--- src/hw/decode_pkg.sv ---
// Shared types and constants for the RV32IM decode stage.
// Imported by every RTL block of the stage. Holds the field widths,
// the opcode and functional-unit encodings, and the write-port
// latencies used by the write-back conflict tracker.
package decode_pkg;

  localparam int XLEN = 32;

  typedef logic [XLEN-1:0] word_t;
  typedef logic [4:0]      reg_idx_t;

  // Major opcodes, bits [6:0] of the instruction
  typedef enum logic [6:0] {
    OP      = 7'b0110011,
    OP_IMM  = 7'b0010011,
    LOAD    = 7'b0000011,
    STORE   = 7'b0100011,
    LUI     = 7'b0110111,
    AUIPC   = 7'b0010111,
    JAL     = 7'b1101111,
    JALR    = 7'b1100111,
    BRANCH  = 7'b1100011,
    MISCMEM = 7'b0001111
  } opcode_t;

  typedef enum logic [1:0] {
    FU_ALU = 2'd0,
    FU_MUL = 2'd1,
    FU_DIV = 2'd2,
    FU_LSU = 2'd3
  } fu_class_t;

  typedef enum logic [1:0] {
    SRC_A_RS1  = 2'd0,
    SRC_A_PC   = 2'd1,
    SRC_A_ZERO = 2'd2
  } src_a_sel_t;

  typedef enum logic [1:0] {
    SRC_B_RS2   = 2'd0,
    SRC_B_IMM   = 2'd1,
    SRC_B_IMM_U = 2'd2
  } src_b_sel_t;

  // MUL, DIV and LSU reuse the low values to carry funct3
  typedef enum logic [3:0] {
    ADD  = 4'd0,
    SUB  = 4'd1,
    AND  = 4'd2,
    OR   = 4'd3,
    XOR  = 4'd4,
    SLL  = 4'd5,
    SRL  = 4'd6,
    SRA  = 4'd7,
    SLT  = 4'd8,
    SLTU = 4'd9
  } alu_op_t;

  // Cycles from issue to the shared write port
  localparam int ALU_LATENCY      = 0;
  localparam int MUL_LATENCY      = 3;
  localparam int DIV_LATENCY      = 17;
  localparam int DIV_FAST_LATENCY = 0;

  localparam int WB_SLOTS = DIV_LATENCY + 1;

endpackage

--- src/hw/instr_decoder.sv ---
// Combinational RV32IM instruction decoder.
// Splits the instruction into register indexes and sign-extended
// immediates, and picks the functional-unit class, ALU operation and
// operand sources. Branches are handed to the ALU as compare ops.
`timescale 1ns/1ps

module instr_decoder (
  input  decode_pkg::word_t      instr,
  output decode_pkg::opcode_t    opcode,
  output decode_pkg::fu_class_t  fu_class,
  output decode_pkg::alu_op_t    alu_op,
  output decode_pkg::src_a_sel_t src_a_sel,
  output decode_pkg::src_b_sel_t src_b_sel,
  output decode_pkg::reg_idx_t   rs1_idx,
  output decode_pkg::reg_idx_t   rs2_idx,
  output decode_pkg::reg_idx_t   rd,
  output logic                   wen,
  output logic                   is_jump,
  output logic                   is_jalr,
  output logic                   is_store,
  output logic                   is_fence,
  output logic                   illegal,
  output decode_pkg::word_t      imm,
  output decode_pkg::word_t      imm_j
);

  import decode_pkg::*;

  logic [2:0] funct3;
  logic [6:0] funct7;
  word_t      imm_i;
  word_t      imm_s;
  word_t      imm_u;
  logic       wen_dec;

  // Register-register and register-immediate ALU mapping
  function automatic alu_op_t alu_fn(input logic [2:0] f3, input logic alt);
    alu_op_t op;
    case (f3)
      3'b000:  op = alt ? SUB : ADD;
      3'b001:  op = SLL;
      3'b010:  op = SLT;
      3'b011:  op = SLTU;
      3'b100:  op = XOR;
      3'b101:  op = alt ? SRA : SRL;
      3'b110:  op = OR;
      default: op = AND;
    endcase
    return op;
  endfunction

  assign opcode  = opcode_t'(instr[6:0]);
  assign funct3  = instr[14:12];
  assign funct7  = instr[31:25];
  assign rd      = instr[11:7];
  assign rs1_idx = instr[19:15];
  assign rs2_idx = instr[24:20];

  assign imm_i = {{20{instr[31]}}, instr[31:20]};
  assign imm_s = {{20{instr[31]}}, instr[31:25], instr[11:7]};
  assign imm_u = {instr[31:12], 12'b0};
  assign imm_j = {{11{instr[31]}}, instr[31], instr[19:12], instr[20], instr[30:21], 1'b0};

  always_comb begin
    fu_class  = FU_ALU;
    alu_op    = ADD;
    src_a_sel = SRC_A_RS1;
    src_b_sel = SRC_B_RS2;
    imm       = imm_i;
    wen_dec   = 1'b0;
    is_jump   = 1'b0;
    is_jalr   = 1'b0;
    is_store  = 1'b0;
    is_fence  = 1'b0;
    illegal   = 1'b0;
    case (opcode)
      OP: begin
        wen_dec = 1'b1;
        if (funct7 == 7'b0000001) begin
          // M extension, funct3[2] splits multiply from divide
          fu_class = funct3[2] ? FU_DIV : FU_MUL;
          alu_op   = alu_op_t'({1'b0, funct3});
        end else begin
          alu_op = alu_fn(funct3, funct7[5]);
        end
      end
      OP_IMM: begin
        wen_dec   = 1'b1;
        src_b_sel = SRC_B_IMM;
        alu_op    = alu_fn(funct3, (funct3 == 3'b101) && funct7[5]);
        // Shift amount replaces the I immediate
        if (funct3[1:0] == 2'b01) begin
          imm = {27'b0, instr[24:20]};
        end
      end
      LOAD: begin
        fu_class  = FU_LSU;
        alu_op    = alu_op_t'({1'b0, funct3});
        src_b_sel = SRC_B_IMM;
        wen_dec   = 1'b1;
      end
      STORE: begin
        fu_class  = FU_LSU;
        alu_op    = alu_op_t'({1'b0, funct3});
        src_b_sel = SRC_B_IMM;
        imm       = imm_s;
        is_store  = 1'b1;
      end
      LUI: begin
        src_a_sel = SRC_A_ZERO;
        src_b_sel = SRC_B_IMM_U;
        imm       = imm_u;
        wen_dec   = 1'b1;
      end
      AUIPC: begin
        src_a_sel = SRC_A_PC;
        src_b_sel = SRC_B_IMM_U;
        imm       = imm_u;
        wen_dec   = 1'b1;
      end
      JAL: begin
        src_a_sel = SRC_A_PC;
        wen_dec   = 1'b1;
        is_jump   = 1'b1;
      end
      JALR: begin
        src_b_sel = SRC_B_IMM;
        wen_dec   = 1'b1;
        is_jump   = 1'b1;
        is_jalr   = 1'b1;
      end
      BRANCH: begin
        case (funct3[2:1])
          2'b10:   alu_op = SLT;
          2'b11:   alu_op = SLTU;
          default: alu_op = SUB;
        endcase
      end
      MISCMEM: begin
        is_fence = (funct3 == 3'b001);
      end
      default: begin
        illegal = 1'b1;
      end
    endcase
  end

  assign wen = wen_dec & ~illegal;

endmodule

--- config.mk ---
export PLATFORM = sky130hd
export DESIGN_NAME = instr_decoder
export DESIGN_NICKNAME = d
export VERILOG_FILES = /design/src/hw/decode_pkg.sv /design/src/hw/instr_decoder.sv
export SDC_FILE = /design/constraint.sdc
export NUM_CORES = 1
export LEC_CHECK = 0
export BUFFER_PORTS_ARGS = -buffer_cell sky130_fd_sc_hd__buf_2
export CAP_MARGIN = 10
export CORE_ASPECT_RATIO = 1.4
export CORE_MARGIN = 2
export CORE_UTILIZATION = 32
export DETAILED_ROUTE_END_ITERATION = 8
export PLACE_DENSITY = 0.85
export SETUP_SLACK_MARGIN = 0.15
export SLEW_MARGIN = 25
export SYNTH_ARGS = -nofsm -noshare
export SYNTH_HDL_FRONTEND = slang
export SYNTH_SLANG_ARGS = --single-unit
export TNS_END_PERCENT = 10
--- constraint.sdc ---
create_clock -name vclk -period 0.9
set_input_delay 0 -clock vclk [all_inputs]
set_output_delay 0 -clock vclk [all_outputs]
set_load 0.02 [all_outputs]
# --- Yosys cells after proc, flatten, opt, wreduce, memory -nomap -nowiden ---
# Cells that the tools add are included.
word_totals:
  input_bits: 32
  latch_bits: 0
  mem_bits_ro: 0
  n_memories: 0
  out_inout_bits: 102
  reg_bits: 0
  mem_bits_rw: 0
classes:
  n_reduce_logical: 9
  n_mux: 22
  n_lt_le_gt_ge: 0
  n_mul: 0
  n_shift: 0
  eq_ne: 20
  n_addsub: 0
  bitwise: 1
  div_mod_pow: 0
ops:
  columns: ["cell", "count"]
  rows:
  - ["32-bit one-hot mux with 3 select lines", 1]
  - ["4-bit one-hot mux with 7 select lines", 2]
  - ["32-bit two-way mux", 1]
  - ["7-bit by 6-bit equality test with 1-bit output, second input constant", 3]
  - ["7-bit equality test, second input constant", 3]
  - ["4-bit one-hot mux with 4 select lines", 1]
  - ["7-bit by 5-bit equality test with 1-bit output, second input constant", 2]
  - ["2-bit one-hot mux with 2 select lines", 3]
  - ["1-bit two-way mux", 10]
  - ["10-bit OR reduction", 1]
  - ["3-bit equality test, second input constant", 3]
  - ["4-bit one-hot mux with 2 select lines", 1]
  - ["2-bit OR reduction", 4]
  - ["7-bit by 1-bit equality test with 1-bit output, second input constant", 1]
  - ["7-bit by 2-bit equality test with 1-bit output, second input constant", 1]
  - ["7-bit by 4-bit equality test with 1-bit output, second input constant", 1]
  - ["7-bit OR reduction", 1]
  - ["3-bit by 2-bit equality test with 1-bit output, second input constant", 2]
  - ["2-bit equality test, second input constant", 2]
  - ["2-bit two-way mux", 2]
  - ["4-bit two-way mux", 1]
  - ["4-bit OR reduction", 1]
  - ["3-bit by 1-bit equality test with 1-bit output, second input constant", 1]
  - ["3-bit logical NOT", 1]
  - ["other kinds (3)", 3]

# --- Depth between registers and ports, before layout ---
# Gate-level depths: netlist (run 1).
logic_depth:
  depth_word: 5
  depth_mapped: 6
  depth_no_buf: 4

# --- Least setup slack after synthesis (run 1) ---
# No wires, ideal clock.
synth_path:
  path_type: "input -> output"
  from: "input instr[5]"
  to: "output alu_op[1]"
  arrival_time_ns: 1.291
  path_slack_ns: -0.391
  stages: 5
  required_ns: 0.900
  cell_sequence: "buf_2 > and4bb_2 > a21oi_2 > a21oi_1 > a211oi_1"
synth_between:
  elab_chain_cells: 3
  word_cells_on_any_way: 7
  cone_classes: "eq/ne (5); mux (1); reduce/logical (1)"
synth_lines:
  columns: ["element", "line", "source"]
  rows:
  - ["from (decl)", "instr_decoder.sv:8", "input decode_pkg::word_t instr,"]
  - ["7-bit by 2-bit equality test with 1-bit output or 7-bit by 6-bit equality test with 1-bit output (tied branches)", "instr_decoder.sv:76", "case (opcode)"]
  - ["2-bit OR reduction (no line)", null, null]
  - ["4-bit one-hot mux with 4 select lines *", "instr_decoder.sv:76", null]
  - ["to (decl)", "instr_decoder.sv:11", "output decode_pkg::alu_op_t alu_op,"]
# Every way passes the cells marked *; elsewhere a longest branch is shown, timed or not.

# --- Final worst setup path (run 1) ---
layout_path:
  from: "input instr[5]"
  to: "output alu_op[0]"
# The elaborated chain is that of the path after synthesis.

==> reports/results.txt, run 1 <==
largest net degree at the start of global routing -> 17
Detailed Place HPWL -> 3380 um
Max VDD drop -> 355 uV
Die ar. -> 4150 sq um
DRT antenna net count -> 0
I/O pins -> 134
CP Capture Type -> output pin
Starting Density -> 32.6%
critical path type -> input port to output pin
Filler Cell Count -> 317
hold crit path type -> input port to output pin
first-pass GRT wire length -> 6400 um
CORE AREA -> 3580 sq um
vias in the first global route -> 1,390
synthesis-to-layout area growth -> 86.7%
Synth Instances -> 171
max_cap viols -> 0
vias -> 1,582
DRT Pass-1 Iters -> 4
mapped cell area -> 1170 sq um
Arr. time, crit path -> 1.09 ns
DRT iter0 DRCs -> 21
total gr overflow -> 0
# hold bufs at CTS -> 0
worst hold slack -> 0.220 ns
DRC -> 0
commonest non-fill, non-tap cell in the layout -> buf_2
CP Max Fanout -> 7
antenna cell count -> 0
post-synth cell types -> 38
cell depth of the worst hold path -> 2
die width -> 55.0 um
register area -> 0 sq um
Tcrit/Tclk final -> 121%
Final Cell Area -> 2180 sq um
PortBufs -> 133
minimum clock period -> 1.09 ns
status -> finished with violations
gp weighted congestion -> 0.841
total track usage -> 20.3%
crit start category -> input port
pwr dens -> 531 nW/um^2
CP required -> 0.90 ns
die height -> 75.5 um
Synth Net Count -> 203
initial antenna violation count -> 0
Static Leak -> 1.24 nW
Avg Cell Area, Syn -> 6.83 sq um
Avg WL per Cell -> 14.3 um
layout cells sized above 1 -> 78.9%
yosys warns -> 0
fmax -> 917 MHz
final-report setup violation count -> 43
placed inst area -> 1830 sq um
final hold viol count -> 0
vias per cell -> 4.84
FF+latch count -> 0
post-synthesis sequential area ratio -> 0%
clock buffer count -> 0
slack of the critical path -> -0.191 ns
RSZ-0062 raised after global routing -> true
violated checks -> negative setup slack
final-stage net count -> 319
Core Rows -> 26
highest-count cells in the layout ignoring fill and taps -> buf_2 (99), buf_4 (48), buf_6 (24)
Slew Limit Fails -> 0
total routed wirelength -> 4660 um
[through the flow]
step / setup WS [ns] / total power [W] / TNS, ns / std cells / util (%)
floorplan: -0.165 / 0.000757 / -3.74 / 171 / -
CTS: -0.184 / 0.00112 / -5.25 / 325 / 58.7
global route: -0.235 / 0.00124 / -7.59 / 327 / 60.9
global placement: -0.239 / 0.000991 / -7.46 / 318 / 51.1
detailed placement: -0.272 / 0.00100 / -8.19 / 318 / 51.1
finish: -0.191 / 0.00116 / -5.64 / 327 / 60.9
[report_power, final]
group | internal, W | leakage (nW) | switching [W]
clock network | 0 | 0 | 0
registers | 0 | 0 | 0
logic | 0.000512 | 1.24 | 0.000645
[cell usage after synthesis (2+ instances only)]
library cell	count	area (sq um)
nand2_1	13	48.8
nand3_1	7	35.0
o21ai_0	11	55.1
and2_1	3	18.8
buf_2	3	15.0
a21oi_1	7	35.0
buf_6	5	56.3
nor2_1	3	11.3
and2_2	7	52.6
a21o_1	19	143
a211o_1	2	17.5
and3_1	2	12.5
nor4_1	3	18.8
inv_1	6	22.5
a211oi_1	4	30.0
buf_4	54	405
[metal layers]
layer  track usage [%]  routed length [um]
met1              21.4                1720
met2              43.3                2570
met3              1.18                 356
met4              1.08                  25
met5                 0                   0
[cell families after synthesis]
logic type	after synthesis	synth area share (%)
and+or+nand+nor	51	27.3
other	1	0.321
AOI/OAI and AO/OA	48	28.2
buffers and inverters	71	44.2
[worst paths after layout]
kind | start | endpoint | slack, ns
worst min-delay path | instr[4] | opcode[4] | 0.22
worst max-delay path | instr[5] | alu_op[0] | -0.19
[timing repair]
item,in CTS,in global routing
gates resized for setup,64,23
gates cloned,3,1
pin swaps,18,9
setup endpoints to repair,48,48
setup buffers,4,1
[layout make-up]
class | count | area, sq um | area share, %
inverter | 6 | 22.5 | 1.03
tap | 42 | 52.6 | 2.41
timing repair buffer | 176 | 1220 | 56.0
multi-input combinational | 103 | 883 | 40.5
[critical path: stages]
cell	delay [ns]
buf_12	0.11
and4bb_2	0.25
a21oi_4	0.25
o21ai_2	0.09
a32o_2	0.25
buf_6	0.13
(Power assumes the default switching activity.)
==> inputs of run 2 (changes only) <==
Clock period 0.9 ns to 1 ns, I/O delays scaled along.
==> reports/results.txt, run 2 (same netlist as run 1, synthesis figures left out) <==
status -> finished with violations
violated checks -> negative setup slack
die width -> 55.0 um
CP Capture Type -> output pin
fmax -> 915 MHz
Slew Limit Fails -> 0
DRT Pass-1 Iters -> 4
pwr dens -> 477 nW/um^2
final-report setup violation count -> 36
die height -> 75.5 um
Post-Place Cells -> 321
PortBufs -> 133
final-stage net count -> 321
slack of the critical path -> -0.0930 ns
Detailed Place HPWL -> 3380 um
CP required -> 1.00 ns
antenna cell count -> 0
clock buffer count -> 0
TNS Setup -> -0.771 ns
Arr. time, crit path -> 1.09 ns
final hold viol count -> 0
critical path type -> input port to output pin
Logic pwr share -> 100.0%
vias per cell -> 4.96
commonest non-fill, non-tap cell in the layout -> buf_2
Static Leak -> 1.26 nW
Sequential Power Share -> 0%
total routed wirelength -> 4700 um
Finished Layout Cells -> 329
FF+latch count -> 0
synthesis-to-layout area growth -> 97.1%
vias -> 1,632
layout cells sized above 1 -> 81.2%
crit start category -> input port
internal power component -> 0.000499 W
Die ar. -> 4150 sq um
I/O pins -> 134
RSZ-0062 raised after global routing -> true
total track usage -> 18.9%
total gr overflow -> 0
Max VDD drop -> 335 uV
hold crit path type -> input port to output pin
Tcrit/Tclk final -> 109%
worst hold slack -> 0.245 ns
DRT iter0 DRCs -> 34
vias in the first global route -> 1,302
Final Util -> 64.3%
initial antenna violation count -> 0
max_cap viols -> 0
total power -> 0.00110 W
largest net degree at the start of global routing -> 17
CORE AREA -> 3580 sq um
first-pass GRT wire length -> 6000 um
register area -> 0 sq um
DRC -> 0
Sw Pwr -> 0.000598 W
Starting Density -> 32.6%
Filler Cell Count -> 304
DRT antenna net count -> 0
Sw Ratio -> 54.5%
minimum clock period -> 1.09 ns
gp weighted congestion -> 0.864
Avg WL per Cell -> 14.3 um
Core Rows -> 26
clock power share -> 0%
CP Max Fanout -> 7
highest-count cells in the layout ignoring fill and taps -> buf_2 (89), buf_4 (46), buf_6 (39)
-- run 2: worst max-delay path, cell delays in order --
cell and delay, ns:
buf_8 0.10, and4bb_2 0.24, a21oi_4 0.26, o21ai_2 0.10, a32o_2 0.25, buf_6 0.13
-- run 2: area by class of cell --
type	instances	area, sq um	share of cell area (%)
Tap cell	42	52.6	2.28
Timing Repair Buffer	179	1320	57.4
Inverter	6	22.5	0.979
Multi-Input combinational cell	102	906	39.4
-- run 2: routing by layer --
| layer | vias to the layer above | track usage (%) | part of all wire, % |
|---|---|---|---|
| li1 | 773 | - | - |
| met1 | 749 | 21.0 | 34 |
| met2 | 102 | 39.4 | 56 |
| met3 | 8 | 0.784 | 9.5 |
| met4 | 0 | 0.813 | 0.94 |
| met5 | - | 0 | 0 |
-- run 2: per-stage QoR --
step | setup slack [ns] | cell area, sq um
2_1_floorplan | -0.0650 | 1340
3_3_place_gp | -0.118 | 1840
3_5_place_dp | -0.148 | 1840
4_1_cts | -0.0771 | 2190
5_1_grt | -0.118 | 2300
6_report | -0.0930 | 2300
-- run 2: final timing paths --
check	endpoint	start	cells past startpoint	slack (ns)
setup / recovery	alu_op[0]	instr[5]	6	-0.09
hold / removal	imm_j[16]	instr[16]	2	0.25
-- run 2: repair_timing --
item | 4_1_cts | 5_1_grt
hold buffers | 0 | 0
pin swaps | 26 | 12
resized for setup | 92 | 26
endpoints found under the hold margin | 0 | 0
setup buffers | 4 | 1
cloned | 3 | 0
setup endpoints to repair | 48 | 48
-- run 2: power groups by stage --
stage          combinational [W]  clock, W  sequential, W
2_1_floorplan           0.000676         0              0
3_3_place_gp            0.000894         0              0
3_5_place_dp            0.000905         0              0
4_1_cts                  0.00105         0              0
5_1_grt                  0.00117         0              0
6_report                 0.00110         0              0
==> inputs of run 3 (changes only) <==
==> constraint.sdc (replaced) <==
create_clock -name vclk -period 1
set_input_delay 0.15 -clock vclk [all_inputs]
set_output_delay 0.15 -clock vclk [all_outputs]
set_load 0.02 [all_outputs]
==> reports/results.txt, run 3 (same netlist as run 1, synthesis figures left out) <==
status -> finished with violations
violated checks -> negative setup slack
Finished Layout Cells -> 327
first-pass GRT wire length -> 6630 um
pwr dens -> 474 nW/um^2
DRT antenna net count -> 0
I/O pins -> 134
largest net degree at the start of global routing -> 17
die width -> 55.0 um
die height -> 75.5 um
Die ar. -> 4150 sq um
hold crit path type -> input port to output pin
vias in the first global route -> 1,472
Max VDD drop -> 323 uV
total gr overflow -> 0
antenna cell count -> 0
CP Max Fanout -> 7
clock buffer count -> 0
Tcrit/Tclk final -> 139%
Core Rows -> 26
Post-Place Cells -> 318
total track usage -> 21.0%
RSZ-0062 raised after global routing -> true
placed inst area -> 1830 sq um
Final Util -> 64.1%
Avg WL per Cell -> 15.0 um
highest-count cells in the layout ignoring fill and taps -> buf_2 (89), buf_4 (49), buf_6 (32)
FF+latch count -> 0
Arr. time, crit path -> 1.24 ns
max_cap viols -> 0
commonest non-fill, non-tap cell in the layout -> buf_2
final-stage net count -> 319
Final Cell Area -> 2290 sq um
initial antenna violation count -> 0
critical path type -> input port to output pin
vias -> 1,638
Static Leak -> 1.25 nW
layout cells sized above 1 -> 81.1%
Detailed Place HPWL -> 3480 um
CP Capture Type -> output pin
vias per cell -> 5.01
final hold viol count -> 0
DRC -> 0
fmax -> 719 MHz
slack of the critical path -> -0.391 ns
gp weighted congestion -> 0.837
register area -> 0 sq um
total power -> 0.00109 W
Starting Density -> 32.6%
crit start category -> input port
final-report setup violation count -> 48
total routed wirelength -> 4920 um
pre-CTS setup slack -> -0.478 ns
CP required -> 0.85 ns
synthesis-to-layout area growth -> 96.4%
# hold bufs at CTS -> 0
CORE AREA -> 3580 sq um
PortBufs -> 133
DRT iter0 DRCs -> 21
Filler Cell Count -> 315
DRT Pass-1 Iters -> 5
minimum clock period -> 1.39 ns
Slew Limit Fails -> 0
## run 3: changes by cell type in the layout (fill, tap and decap cells not counted), sizes merged
cell / previous run / this run
buf: 178 / 176
## run 3: timing repair
item	CTS	global route
pin swaps	20	6
gates resized for setup	87	27
buffers inserted	6	0
cloned	3	0
setup endpoints to repair	48	48
## run 3: layout make-up
cell class                 instances  area [sq um]  area share [%]
timing repair buffer             177          1300            56.7
multi-input combinational        102           918            40.1
inverter                           6          22.5           0.983
tap                               42          52.6            2.29
## run 3: critical path, cell delays in order
cell and delay (ns):
buf_12 0.11, and4bb_2 0.25, a21oi_4 0.26, o21ai_2 0.10, a32o_2 0.24, buf_6 0.13
## run 3: worst paths after layout
path | from | to | cells after the start | slack, ns
min | instr[4] | opcode[4] | 2 | 0.52
max | instr[5] | alu_op[0] | 6 | -0.39
## run 3: power by group
| group | switching (W) | internal [W] |
|---|---|---|
| Sequential | 0 | 0 |
| Combinational | 0.000601 | 0.000484 |
| Clock | 0 | 0 |
## run 3: metrics by stage
stage / setup TNS, ns / hold slack, ns
global placement: -16.79 / 0.533
CTS: -14.59 / 0.521
finish: -14.54 / 0.520
floorplan: -11.10 / 0.382
detailed placement: -17.82 / 0.535
global route: -16.88 / 0.526
## run 3: per-layer routing
metal	track usage [%]	vias up	part of all wire (%)
met4	1.90	0	0.59
li1	-	765	-
met3	1.57	4	7.8
met2	45.0	91	57
met1	21.3	778	34
met5	0	-	0
