<file path="config.mk">
export PLATFORM = sky130hd
export DESIGN_NAME = operand_select
export DESIGN_NICKNAME = d
export VERILOG_FILES = /design/src/hw/decode_pkg.sv /design/src/hw/operand_select.sv
export SDC_FILE = /design/constraint.sdc
export NUM_CORES = 1
export LEC_CHECK = 0
export ABC_AREA = 1
export ABC_CLOCK_PERIOD_IN_PS = 3100
export BUFFER_PORTS_ARGS = -buffer_cell sky130_fd_sc_hd__buf_4
export CAP_MARGIN = 0
export CELL_PAD_IN_SITES_DETAIL_PLACEMENT = 1
export CELL_PAD_IN_SITES_GLOBAL_PLACEMENT = 2
export CORE_AREA = 2 2 201 154
export DETAILED_ROUTE_END_ITERATION = 16
export DIE_AREA = 0 0 203 156
export PLACE_DENSITY = 0.82
export RECOVER_POWER = 50
export SLEW_MARGIN = 20
export SYNTH_ARGS = -nofsm -noshare
export SYNTH_HDL_FRONTEND = slang
export SYNTH_SLANG_ARGS = --single-unit
</file>
<file path="constraint.sdc">
create_clock -name vclk -period 3.1
set_input_delay 0.31 -clock vclk [all_inputs]
set_output_delay 0.31 -clock vclk [all_outputs]
set_load 0.005 [all_outputs]
</file>
<file path="src/hw/decode_pkg.sv">
// Shared types and constants for the RV32IM decode stage.
// Imported by every RTL block of the stage. Holds the field widths,
// the opcode and functional-unit encodings, and the write-port
// latencies used by the write-back conflict tracker.
package decode_pkg;

  localparam int XLEN = 32;

  typedef logic [XLEN-1:0] word_t;
  typedef logic [4:0]      reg_idx_t;

  // Major opcodes, bits [6:0] of the instruction
  typedef enum logic [6:0] {
    OP      = 7'b0110011,
    OP_IMM  = 7'b0010011,
    LOAD    = 7'b0000011,
    STORE   = 7'b0100011,
    LUI     = 7'b0110111,
    AUIPC   = 7'b0010111,
    JAL     = 7'b1101111,
    JALR    = 7'b1100111,
    BRANCH  = 7'b1100011,
    MISCMEM = 7'b0001111
  } opcode_t;

  typedef enum logic [1:0] {
    FU_ALU = 2'd0,
    FU_MUL = 2'd1,
    FU_DIV = 2'd2,
    FU_LSU = 2'd3
  } fu_class_t;

  typedef enum logic [1:0] {
    SRC_A_RS1  = 2'd0,
    SRC_A_PC   = 2'd1,
    SRC_A_ZERO = 2'd2
  } src_a_sel_t;

  typedef enum logic [1:0] {
    SRC_B_RS2   = 2'd0,
    SRC_B_IMM   = 2'd1,
    SRC_B_IMM_U = 2'd2
  } src_b_sel_t;

  // MUL, DIV and LSU reuse the low values to carry funct3
  typedef enum logic [3:0] {
    ADD  = 4'd0,
    SUB  = 4'd1,
    AND  = 4'd2,
    OR   = 4'd3,
    XOR  = 4'd4,
    SLL  = 4'd5,
    SRL  = 4'd6,
    SRA  = 4'd7,
    SLT  = 4'd8,
    SLTU = 4'd9
  } alu_op_t;

  // Cycles from issue to the shared write port
  localparam int ALU_LATENCY      = 0;
  localparam int MUL_LATENCY      = 3;
  localparam int DIV_LATENCY      = 17;
  localparam int DIV_FAST_LATENCY = 0;

  localparam int WB_SLOTS = DIV_LATENCY + 1;

endpackage

</file>
<file path="src/hw/operand_select.sv">
// Operand and jump target selection for the decode stage.
// Bypass data overrides the register file read, then the decoded
// selects pick source A and B. JAL targets use pc plus the J
// immediate, JALR targets use rs1 plus the I immediate.
`timescale 1ns/1ps

module operand_select (
  input  decode_pkg::src_a_sel_t src_a_sel,
  input  decode_pkg::src_b_sel_t src_b_sel,
  input  decode_pkg::word_t      rs1_data,
  input  decode_pkg::word_t      rs2_data,
  input  logic                   rs1_bypass_ena,
  input  logic                   rs2_bypass_ena,
  input  decode_pkg::word_t      rs1_bypass_data,
  input  decode_pkg::word_t      rs2_bypass_data,
  input  decode_pkg::word_t      pc,
  input  decode_pkg::word_t      imm,
  input  decode_pkg::word_t      imm_j,
  input  logic                   is_jalr,
  output decode_pkg::word_t      port_a,
  output decode_pkg::word_t      port_b,
  output decode_pkg::word_t      store_data,
  output decode_pkg::word_t      jump_target
);

  import decode_pkg::*;

  word_t rs1_val;
  word_t rs2_val;
  word_t jalr_sum;

  assign rs1_val = rs1_bypass_ena ? rs1_bypass_data : rs1_data;
  assign rs2_val = rs2_bypass_ena ? rs2_bypass_data : rs2_data;

  always_comb begin
    case (src_a_sel)
      SRC_A_RS1: port_a = rs1_val;
      SRC_A_PC:  port_a = pc;
      default:   port_a = '0;
    endcase
  end

  always_comb begin
    case (src_b_sel)
      SRC_B_RS2:   port_b = rs2_val;
      SRC_B_IMM:   port_b = imm;
      SRC_B_IMM_U: port_b = {imm[XLEN-1:12], 12'b0};
      default:     port_b = '0;
    endcase
  end

  assign store_data = rs2_val;

  // JALR clears bit 0 of the sum
  assign jalr_sum    = rs1_val + imm;
  assign jump_target = is_jalr ? {jalr_sum[XLEN-1:1], 1'b0} : pc + imm_j;

endmodule

</file>
## Word level (Yosys, flattened, before mapping)

Cells that the tools add are included.

- Reduce and logical (&&, ||, !) cells: 2
- Eq/ne operators: 3
- Multiplexer cells: 5
- Add/subtract/negate cells: 2

Operators with widths:

| cell | number |
|---|---|
| 32-bit two-way mux | 3 |
| 32-bit case mux with 3 select lines | 1 |
| 32-bit adder | 2 |
| 32-bit case mux with 2 select lines | 1 |
| 2-bit by 1-bit equality test with 1-bit output (second input constant) | 2 |
| 2-bit logical NOT | 2 |
| 2-bit equality test (second input constant) | 1 |

- Output and inout bits: 128
- Logic and storage cells: 12
- Register bits: 0

## Logic depth before layout (Yosys ltp)

Gate-level depths: netlist of the first run.

- Word-level depth: 3
- Depth in mapped cells: 19
- Gate-level depth less buffers: 17

## Worst setup path after synthesis of the first run

No wires, ideal clock.

- Kind: in2out
- Start point: input port rs1_bypass_ena
- End point: output port jump_target[30]
- Arrival time: 2063 ps
- Buffers on the path: 2
- Stages on the path: 17
- Slack: 727 ps
- Required time: 2790 ps
- Cell sequence: buf_6 inv_4 clkbuf_1 nand2_1 nand2_1 ha_1 a21oi_1 o21ai_4 nand2_1 nand2_1 nand3_1 nand2_1 nand2_1 nand2_1 nand2_1 nand3_1 nand2_1

- Cells in the longest elaborated chain, start to end: 3

RTL lines:

| item | RTL line | source |
|---|---|---|
| from (decl) | operand_select.sv:12 | `input logic rs1_bypass_ena,` |
| 32-bit two-way mux | operand_select.sv:32 | `assign rs1_val = rs1_bypass_ena ? rs1_bypass_data : rs1_data;` |
| 32-bit adder | operand_select.sv:55 | `assign jalr_sum = rs1_val + imm;` |
| 32-bit two-way mux | operand_select.sv:56 | `assign jump_target = is_jalr ? {jalr_sum[XLEN-1:1], 1'b0} : pc + imm_j;` |
| to (decl) | operand_select.sv:23 | `output decode_pkg::word_t jump_target` |

No other way between the ends.

## Worst setup path in the final report of the first run

- Start point: input port rs1_bypass_ena
- End point: output port jump_target[18]

The elaborated chain is that of the path after synthesis.

==> results of run 1 <==
timing repair:
item                       4_1_cts  5_1_grt
setup endpoints to repair        4       13
pin swaps                        0        3
buffers inserted                 0        2
gates resized for setup          5       20
through the flow:
| stage | utilization | worst slack [ns] | instance area [sq um] | std cells | TNS [ns] |
|---|---|---|---|---|---|
| after floorplan | - | 0.727 | 5880 | 1153 | 0 |
| after global placement | 0.310 | -0.140 | 9190 | 1908 | -0.140 |
| after detailed placement | 0.310 | -0.190 | 9190 | 1908 | -0.232 |
| after CTS | 0.310 | 0.0390 | 9200 | 1908 | 0 |
| after global routing | 0.312 | -0.00135 | 9250 | 1910 | -0.00135 |
| final | 0.312 | 0.0878 | 9250 | 1910 | 0 |
power by group through the flow:
stage / Sequential [mW] / Clock [mW] / Combinational (mW)
after floorplan: 0 / 0 / 0.940
after global placement: 0 / 0 / 1.93
after detailed placement: 0 / 0 / 1.94
after CTS: 0 / 0 / 1.96
after global routing: 0 / 0 / 2.16
final: 0 / 0 / 1.97
worst paths after layout:
kind / endpoint / slack, ns / cells past startpoint
worst min-delay path: port_b[21] / 0.91 / 3
worst max-delay path: jump_target[18] / 0.09 / 15
per-layer routing:
layer	part of all wire	routed length, microns	vias up
li1	-	-	4556
met1	0.46	18300	4287
met2	0.45	17800	359
met3	0.060	2370	32
met4	0.024	963	0
met5	0	0	-
cell families (layout without fill, tap and decap cells):
group | Yosys count | count (layout)
simple gates | 690 | 690
xor+xnor | 8 | 8
compound gates | 227 | 227
fa+ha+maj | 63 | 63
buf+inv | 131 | 489
mux | 34 | 34
layout make-up:
| type | count | area, sq um |
|---|---|---|
| fillers | 3986 | 20400 |
| multi-input cells | 1022 | 5460 |
| repair buffers | 391 | 2920 |
| well taps | 399 | 499 |
| inverters | 98 | 375 |
cell usage in the layout (no fill, tap or decap), types with 3 or more instances in the layout:
| cell type | Yosys | final |
|---|---|---|
| nand3b_1 | 6 | 6 |
| a21boi_0 | 4 | 4 |
| a22oi_1 | 4 | 4 |
| a21oi_1 | 93 | 86 |
| o21ai_1 | 2 | 5 |
| nand4_1 | 11 | 11 |
| a21o_1 | 6 | 6 |
| nor2_1 | 107 | 103 |
| mux2_2 | 31 | 4 |
| nand2_2 | 9 | 14 |
| o21bai_1 | 10 | 10 |
| clkbuf_4 | 0 | 21 |
| buf_4 | 0 | 358 |
| o21ai_0 | 85 | 81 |
| a22o_1 | 12 | 12 |
| nand3_1 | 101 | 101 |
| xor2_1 | 7 | 7 |
| nor3_1 | 9 | 9 |
| nand2_1 | 437 | 432 |
| clkbuf_1 | 23 | 10 |
| nor4_1 | 3 | 3 |
| a21oi_2 | 0 | 7 |
| o21ai_2 | 2 | 3 |
| nor2_2 | 0 | 4 |
| mux2_1 | 1 | 28 |
| inv_1 | 95 | 96 |
| ha_1 | 61 | 57 |
| o21a_1 | 5 | 5 |
worst max-delay path, cell delays in order:
cell,delay (ns)
buf_4,0.18
buf_12,0.17
nand2_1,0.07
nand2_1,0.07
ha_2,0.43
nand2_1,0.14
nor2_1,0.23
nand2_1,0.17
inv_1,0.11
nand4_1,0.10
nand3_1,0.13
a21oi_1,0.07
o21ai_0,0.15
nand2_1,0.17
buf_4,0.17
==> results.md, run 1 <==
GRT:
- Entering global routing, the biggest net connects 39 pins.
- Global routing finished with a remaining overflow of 0.
- The combined global-route utilization of all metal layers is 0.237.
- The number of global-route vias before repair is 9435.
- In the global route stage, met3 resource usage came out at 0.0292.
- The global routing's busiest layer is met2.
- For this run, global-route usage on met1 was measured as 0.319.
- The number of antenna violations at the first check in global routing is 0.
- The wire length of the first global-routing pass is 57600 microns.
- The met2 track demand over resource is 0.402.

Detailed routing:
- The initial DRC count is 463.
- Before antenna repair, the detailed router went through 5 iterations.
- The per-cell via count in the routed design is 4.83.
- Dividing the detail-routed wire length by the instance count gives 20.7 microns.
- The routed wire length is 39500 microns.
- The count of unresolved DRC violations after routing is 0.
- The routed via count is 9234.
- The count of antenna-violating nets left after detailed routing is 0.

Layout:
- The sequential cell area in the final layout is 0 sq um.
- The number of nets in the layout is 1807.
- The number of antenna diodes is 0.
- The sequential cell count is 0.
- From synthesis to final layout, the design area changed by 57.4%.
- The number of clock buffers in the layout is 0.
- Of the cells placed in the final design, the portion with a size suffix greater than 1 is 0.281.

Logic synthesis:
- The number of nets in the synthesized netlist is 1447.
- The synthesized-area fraction occupied by ao, oa, aoi and oai cells was 0.217.
- Sorting the synthesized cells by how often they occur yields 437 x nand2_1, 107 x nor2_1, 101 x nand3_1, 95 x inv_1, 93 x a21oi_1.
- By area the synthesized netlist is led by nand2_1 28%, ha_1 13%, nand3_1 8.6%.
- After synthesis the cells add up to 0.00588 sq mm.
- Of the total synthesized cell area, the portion taken by full adders, half adders and majority gates is 0.137.
- The basic-gate share of the synthesized area counting and, or, nand and nor cells is 0.483.
- The largest total area in the synthesized netlist belongs to nand2_1.
- For this run, the number of Yosys warnings is 0.
- A synthesized cell averages 5.10 sq um.
- After synthesis, the share of cell area in mux cells is 0.0647.
- The sequential-to-total area share from yosys stat is 0.
- The area fraction of the dominant cell type after synthesis is 0.279.
- Synthesis produced 1153 cells.
- The most common cell in the synthesized netlist is nand2_1.
- The largest family of logic cells by synthesized area is simple AND/OR/NAND/NOR gates.
- Of the total synthesized cell area, the portion taken by XOR and XNOR cells is 0.0119.
- The number of distinct standard cells referenced by the synthesized netlist is 41.

Timing:
- The final period demand of the worst path is 3.01 ns.
- The post-route fraction of the period consumed by the critical path is 0.972.
- Hold is met by 0.913 ns.
- The max-slew violation count is 33.
- The slew at the pin with the worst max-slew slack is 1.92 ns.
- The relative slew slack is -0.278.
- The final number of hold-violating endpoints was 0.
- Setup violations remaining at the end of the flow were counted as 0.
- The highest clock rate is 0.332 GHz.

Power:
- The part of the total power dissipated in sequential elements is 0.
- The share of total power dissipated in the clock network is 0.
- The leakage dissipation is 5.02 nW.
- The net switching power is 1.13 mW.
- The power share of the combinational group is 1.000.
- Of the total power, the share spent switching nets is 0.576.
- Power spread over the standard cell area amounts to 212 mW/mm^2.
- The maximum vdd drop is 92.4 uV.
- The design internal power is 0.834 mW.
- After layout, the design draws a total of 1.97 mW.

Floorplan:
- The die covers 0.0317 sq mm.
- For this design the top-level I/O count stands at 359.
- The initial cell density of the core is 0.198.
- In this run the horizontal extent of the chip is 203 microns.
- The vertical die dimension is 156 microns.
- The core box area is 0.0297 sq mm.
- The floorplan row count is 55.

Setup path:
- The critical-path maximum fanout is 24.
- STA classifies the critical path startpoint as a primary input.
- The endpoint required time on the critical path is 2.79 ns.
- In this run the worst setup path begins at rs1_bypass_ena.
- The worst setup path is captured at an output port.
- STA puts the critical path data arrival time at 2.70 ns.
- The critical path in this run is classified as in -> out.

Placed design:
- Routability-driven placement finished with a final weighted congestion of 0.949.
- Buffers placed on the I/O ports in this run total 359.
- The HPWL after detailed placement is 35500 microns.

Clocking:
- The total of hold buffers inserted after clock tree synthesis is 0.

Worst hold path:
- The worst min-delay path startpoint is src_b_sel[0].
- The kind of path behind the tightest hold check is in -> out.

Run:
- Max-cap violations in this run came to 1.

Status:
- The run finished, with violations left.
- The final reports fail on capacitance limit, slew limit.
No activity file was read; power rests on OpenSTA's default activity.
==> run 2: changes to the inputs <==
- RECOVER_POWER: 50 -> default
==> run 2 against run 1 <==
The run now ends clean. Total power up 0.95%. Fmax is 0.17% higher. Sequential share of layout area unchanged. Clock-buffer cell count is the same. Non-clock buffer count is the same. Critical endpoint unchanged. Largest cell class unchanged.
==> results.md, run 2 (same netlist as run 1, synthesis figures left out) <==
Power:
- The power share of the combinational group was 1.000 (about the same).
- The part of the power in the clock network came to 0 (unchanged).
- The maximum vdd drop came to 92.3 uV (about the same).
- The part of the total power dissipated in sequential elements is 0 (unchanged).
- The net switching power is 1.13 mW (+0.18%).
- The power density of the placed cells is 214 mW/mm^2 (+0.54%).
- The switching share of power came to 0.571 (-0.00435).
- The design internal power is 0.851 mW (+2.0%).
- The leakage dissipation is 5.06 nW (+0.84%).

Layout:
- The number of antenna diodes is 0 (unchanged).
- The number of clock buffers in the layout is 0 (unchanged).
- The sequential cell count is 0 (unchanged).
- The share of final-layout standard cells stronger than drive strength 1 was 0.306 (+0.0251).
- The number of non-filler instances in the completed layout is 1910 (unchanged).
- Compared with the post-synthesis result, the final layout area differs by 58.0%.
- The sequential cell area in the final layout is 0 sq um (unchanged).
- The library cell used most frequently in the layout, excluding fill and tap cells, is nand2_1.
- The end-of-flow core utilization is 0.313 (+0.00127).
- The number of nets in the layout was 1807 (unchanged).
- Leaving out fill and tap cells, the most frequent cells in the layout are 432 x nand2_1, 389 x buf_4, 103 x nor2_1.

Detailed routing:
- The initial DRC count is 473 (+2.2%).
- The count of antenna-violating nets left after detailed routing is 0 (unchanged).
- The routed via count came to 9285 (+0.55%).
- The routed wire length is 39500 microns (+0.17%).
- The length of the first detailed-routing pass in iterations was 5 (unchanged).
- The count of unresolved DRC violations after routing is 0 (unchanged).
- The average routed wire per standard cell is 20.7 microns (+0.17%).
- The per-cell via count in the routed design was 4.86 (+0.55%).

Placed design:
- The HPWL after detailed placement was 35500 microns (unchanged).
- The routability congestion estimate from global placement is 0.949 (unchanged).
- The post-placement worst setup slack is -0.190 ns (unchanged).
- The cell count after placement was 1908 (unchanged).
- The number of buffer cells added on primary ports is 359 (unchanged).

Timing:
- The final number of hold-violating endpoints is 0 (unchanged).
- The setup-violating endpoint count in the final report is 0 (unchanged).
- The tightest hold margin was 0.911 ns (-0.00141 ns).
- The post-route fraction of the period consumed by the critical path is 0.970 (-0.00166).
- The relative slew slack is 0.525 (+0.804).
- The slew at the pin with the worst max-slew slack came to 0.705 ns (-1.21 ns).
- The final period demand of the worst path was 3.01 ns (-0.00514 ns).
- The slack of the critical path is 0.0929 ns (+0.00514 ns).
- The max-slew violation count is 0 (-100%).
- The highest clock rate is 0.333 GHz (+0.17%).

Setup path:
- The critical-path maximum fanout was 24 (unchanged).
- The category of the critical setup timing path is in -> out.
- The capture point of the critical path is jump_target[18].
- The count of buffering cells on the critical path with inverters included was 4 (unchanged).
- The kind of cell with the highest combined delay on the critical path is simple AND/OR/NAND/NOR gates.
- The kind of capture point of the worst setup path is an output port.
- The beginning of the critical path is rs1_bypass_ena.
- The cell type with the highest occurrence count on the critical path is nand2_1.
- The endpoint required time on the critical path is 2.79 ns (about the same).
- The longest individual stage delay on the worst path is 0.43 ns (about the same).
- STA classifies the critical path startpoint as a primary input.
- The logic depth of the worst path, buffers included is 15 (unchanged).
- The highest-delay cell along the critical path is ha_2.
- Walking the worst path, the cells encountered are buf_4 > buf_12 > nand2_1 > nand2_1 > ha_2 > nand2_1 > nor2_1 > nand2_1 > inv_1 > nand4_1 > nand3_1 > a21oi_1 > o21ai_0 > nand2_1 > buf_4.
- The worst path arrival time was 2.70 ns (about the same).

Floorplan:
- The initial cell density of the core is 0.198 (unchanged).
- The number of primary I/O pins is 359 (unchanged).
- The vertical die dimension came to 156 microns (unchanged).
- The die area is 0.0317 sq mm (unchanged).
- The floorplan row count is 55 (unchanged).
- The floorplan die width is 203 microns (unchanged).
- The core box area is 0.0297 sq mm (unchanged).

GRT:
- The combined global-route utilization of all metal layers was 0.237 (unchanged).
- The total global routing overflow is 0 (unchanged).
- The number of antenna violations at the first check in global routing is 0 (unchanged).
- The pin count of the biggest net entering global routing is 39 (unchanged).
- The number of global-route vias before repair was 9435 (unchanged).
- The wire length of the first global-routing pass was 57600 microns (unchanged).

Status:
- The flow ran to the end, and the final reports show no timing, DRC or antenna violations.

Run:
- The number of max-cap violations is 0 (-1).

Worst hold path:
- The min-delay analysis places its worst path in the category in -> out.
## run 2: cell types whose count changed in the layout (fill, tap and decap cells not counted), moves of 10 or more
cell / change
buf_4: +31
mux2_2: +27
clkbuf_1: -10
clkbuf_4: -21
mux2_1: -27
## run 2: what timing repair did
| item | 4_1_cts | 5_1_grt |
|---|---|---|
| pin swaps | 0 | 3 |
| hold buffers | 0 | 0 |
| setup buffers | 0 | 2 |
| gates resized for setup | 5 | 20 |
| setup endpoints to repair | 4 | 13 |
## run 2: power by group through the flow
stage / logic [mW] / clock network [mW] / registers (mW)
floorplan: 0.940 / 0 / 0
global placement: 1.93 / 0 / 0
detailed placement: 1.94 / 0 / 0
CTS: 1.96 / 0 / 0
global route: 2.17 / 0 / 0
finish: 1.98 / 0 / 0
## run 2: how the worst min path moves through the flow
| stage | endpoint | cells past startpoint | startpoint | slack, ns |
|---|---|---|---|---|
| global route | port_b[21] | 3 | src_b_sel[0] | 0.94 |
| finish | port_b[21] | 3 | src_b_sel[0] | 0.91 |
| CTS | port_b[21] | 3 | src_b_sel[0] | 0.91 |
| global placement | port_b[21] | 3 | src_b_sel[0] | 0.90 |
| floorplan | port_a[22] | 1 | src_a_sel[1] | 0.65 |
| detailed placement | port_b[21] | 3 | src_b_sel[0] | 0.91 |
## run 2: through the flow
| step | TNS [ns] | power, mW | cell area [sq um] |
|---|---|---|---|
| global route | -0.00135 | 2.17 | 9290 |
| global placement | -0.140 | 1.93 | 9190 |
| detailed placement | -0.232 | 1.94 | 9190 |
| finish | 0 | 1.98 | 9290 |
| CTS | 0 | 1.96 | 9200 |
| floorplan | 0 | 0.940 | 5880 |
## run 2: cell type report
class | count | area (sq um)
fill | 3985 | 20400
inverter | 98 | 375
timing repair buffer | 391 | 2960
tap | 399 | 499
multi-input combinational | 1022 | 5460
## run 2: routing by layer
metal	up-vias	part of all wire	track usage
met1	4345	0.47	0.319
met2	345	0.45	0.402
met3	32	0.058	0.0292
met4	0	0.024	0.0511
li1	4563	-	-
met5	-	0	0
==> run 3: changes to the inputs <==
- PLACE_DENSITY: 0.82 -> default
- PLACE_DENSITY_LB_ADDON: default -> 0.15
==> run 3 against run 2 <==
Die area stayed put. Via count is 2.9% lower. Flip-flop and latch count stayed put. Non-clock buffer count is 2 higher. Combinational power is 3% lower. Sequential share of layout area stayed put. Clock-buffer cell count stayed put. Total power is 2.9% lower. Critical endpoint is now jump_target[24].
==> results.md, run 3 (same netlist as run 1, synthesis figures left out) <==
Timing:
- The highest clock rate is 0.344 GHz (+3.4%).
- The final period demand of the worst path is 2.91 ns (-0.0978 ns).
- Setup repair after global routing could not meet its margin everywhere.
- The max-slew violation count is 0 (unchanged).
- The relative slew slack is 0.604 (+0.0783).
- The slew at the pin with the worst max-slew slack is 0.589 ns (-0.116 ns).
- The setup-violating endpoint count in the final report is 0 (unchanged).
- The post-route fraction of the period consumed by the critical path was 0.938 (-0.0315).
- The final number of hold-violating endpoints came to 0 (unchanged).
- The slack of the critical path is 0.191 ns (+0.0978 ns).

Layout:
- The sequential cell area in the final layout came to 0 sq um (unchanged).
- The count of filler cells inserted in the layout is 3984 (-0.025%).
- The area added between synthesis and finish is 57.7%.
- The number of nets in the layout is 1809 (+0.11%).
- The end-of-flow core utilization is 0.313 (-0.000590).
- The combined area of the multi-input logic cells is 0.00543 sq mm (-0.55%).
- The library cells used most frequently in the layout, excluding fill and tap cells, are 436 x nand2_1, 391 x buf_4, 103 x nor2_1.
- The number of antenna diodes came to 0 (unchanged).
- The library cell used most frequently in the layout, excluding fill and tap cells, is nand2_1.
- The sequential cell count is 0 (unchanged).
- The share of final-layout standard cells stronger than drive strength 1 is 0.303 (-0.00371).
- The number of clock buffers in the layout is 0 (unchanged).

GRT:
- The total global routing overflow is 0 (unchanged).
- The pin count of the biggest net entering global routing is 33 (-15%).
- The combined global-route utilization of all metal layers is 0.226 (-0.0104).
- The number of antenna violations at the first check in global routing came to 0 (unchanged).
- The number of global-route vias before repair came to 9279 (-1.7%).
- The wire length of the first global-routing pass is 55400 microns (-3.8%).

Worst hold path:
- The worst min-delay path startpoint is src_b_sel[0].
- The kind of path behind the tightest hold check is in -> out.
- The number of cells traversed by the worst hold path is 3 (unchanged).
- The sink of the worst hold path is port_b[21].

Power:
- The leakage dissipation is 5.07 nW (about the same).
- The power density of the placed cells came to 208 mW/mm^2 (-2.7%).
- The maximum vdd drop was 64.9 uV (-30%).

Floorplan:
- The die area is 0.0317 sq mm (unchanged).
- The initial cell density of the core is 0.198 (unchanged).
- The number of primary I/O pins was 359 (unchanged).
- The floorplan die width came to 203 microns (unchanged).
- The vertical die dimension was 156 microns (unchanged).
- The floorplan row count is 55 (unchanged).
- The core box area is 0.0297 sq mm (unchanged).

Setup path:
- On the critical path, the stage with the largest delay is an instance of o21ai_0.
- The critical-path maximum fanout is 23 (-4.2%).
- The longest individual stage delay on the worst path is 0.43 ns (about the same).
- The worst path arrival time is 2.60 ns (-0.10 ns).
- The endpoint required time on the critical path came to 2.79 ns (about the same).
- By instance count, the cell type seen most on the critical path is nand2_1.
- The kind of cell with the highest combined delay on the critical path is simple AND/OR/NAND/NOR gates.
- STA classifies the critical path endpoint as an output port.
- The startpoint kind of the worst setup timing path is a primary input.
- The critical path in this run is classified as in -> out.
- Walking the worst path, the cells encountered are buf_4 > buf_12 > nand2_1 > nand2_1 > ha_1 > nand2_1 > o21ai_0 > inv_1 > o21ai_0 > nand2_1 > nand3_1 > nand2_1 > nand3_1 > nand2_1 > buf_4.
- The count of buffering cells on the critical path with inverters included is 4 (unchanged).

Detailed routing:
- The initial DRC count was 402 (-15%).
- The routed wire length came to 37100 microns (-6.1%).
- The count of antenna-violating nets left after detailed routing was 0 (unchanged).
- The average routed wire per standard cell is 19.4 microns (-6.2%).
- The per-cell via count in the routed design is 4.71 (-3.0%).
- The length of the first detailed-routing pass in iterations is 5 (unchanged).
- The count of unresolved DRC violations after routing is 0 (unchanged).
- The routed via count is 9012 (-2.9%).

Clocking:
- The buffer count from post-CTS setup fixing came to 0 (unchanged).

Run:
- The number of max-cap violations is 0 (unchanged).

Status:
- The flow ran to the end, and the final reports show no timing, DRC or antenna violations.

Placed design:
- The HPWL after detailed placement came to 33300 microns (-6.0%).
- The routability congestion estimate from global placement is 0.907 (-4.5%).
- The post-placement worst setup slack is 0.0724 ns (+0.262 ns).
- The number of buffer cells added on primary ports was 359 (unchanged).
-- run 3: repair_timing --
action / CTS / global route
setup endpoints to repair: 0 / 11
gates resized for setup: 0 / 16
hold endpoints to repair: 0 / 0
hold buffers: 0 / 0
-- run 3: worst max path at each step --
| stage | startpoint | end | slack (ns) | cells past startpoint |
|---|---|---|---|---|
| 2_1_floorplan | rs1_bypass_ena | jump_target[30] | 0.73 | 17 |
| 3_3_place_gp | rs1_bypass_ena | jump_target[25] | 0.13 | 15 |
| 3_5_place_dp | rs1_bypass_ena | jump_target[25] | 0.07 | 16 |
| 4_1_cts | rs1_bypass_ena | jump_target[25] | 0.07 | 15 |
| 5_1_grt | rs1_bypass_ena | jump_target[26] | -0.001 | 17 |
| 6_report | rs1_bypass_ena | jump_target[24] | 0.19 | 15 |
-- run 3: area by class of cell --
cell class                      instances  share of cell area
Multi-Input combinational cell       1022               0.585
Timing Repair Buffer                  393               0.321
Inverter                               98              0.0402
Tap cell                              399              0.0538
-- run 3: stage by stage --
step                std cells  TNS [ns]  power, mW  area [sq um]  hold slack (ns)
floorplan                1153         0      0.940          5880            0.651
global placement         1912         0       1.91          9220            0.899
detailed placement       1912         0       1.92          9220            0.906
CTS                      1912         0       1.93          9220            0.909
global route             1912  -0.00133       2.14          9270            0.923
finish                   1912         0       1.93          9270            0.906
-- run 3: report_power, final --
group | leakage (nW) | switching [mW] | internal [mW]
clock network | 0 | 0 | 0
logic | 5.07 | 1.08 | 0.845
registers | 0 | 0 | 0
-- run 3: layer usage --
metal | wire length [microns] | part of all wire | track usage
met5 | 0 | 0 | 0
met2 | 16800 | 0.45 | 0.390
met1 | 18200 | 0.49 | 0.317
met4 | 174 | 0.0047 | 0.00938
met3 | 2000 | 0.054 | 0.0246
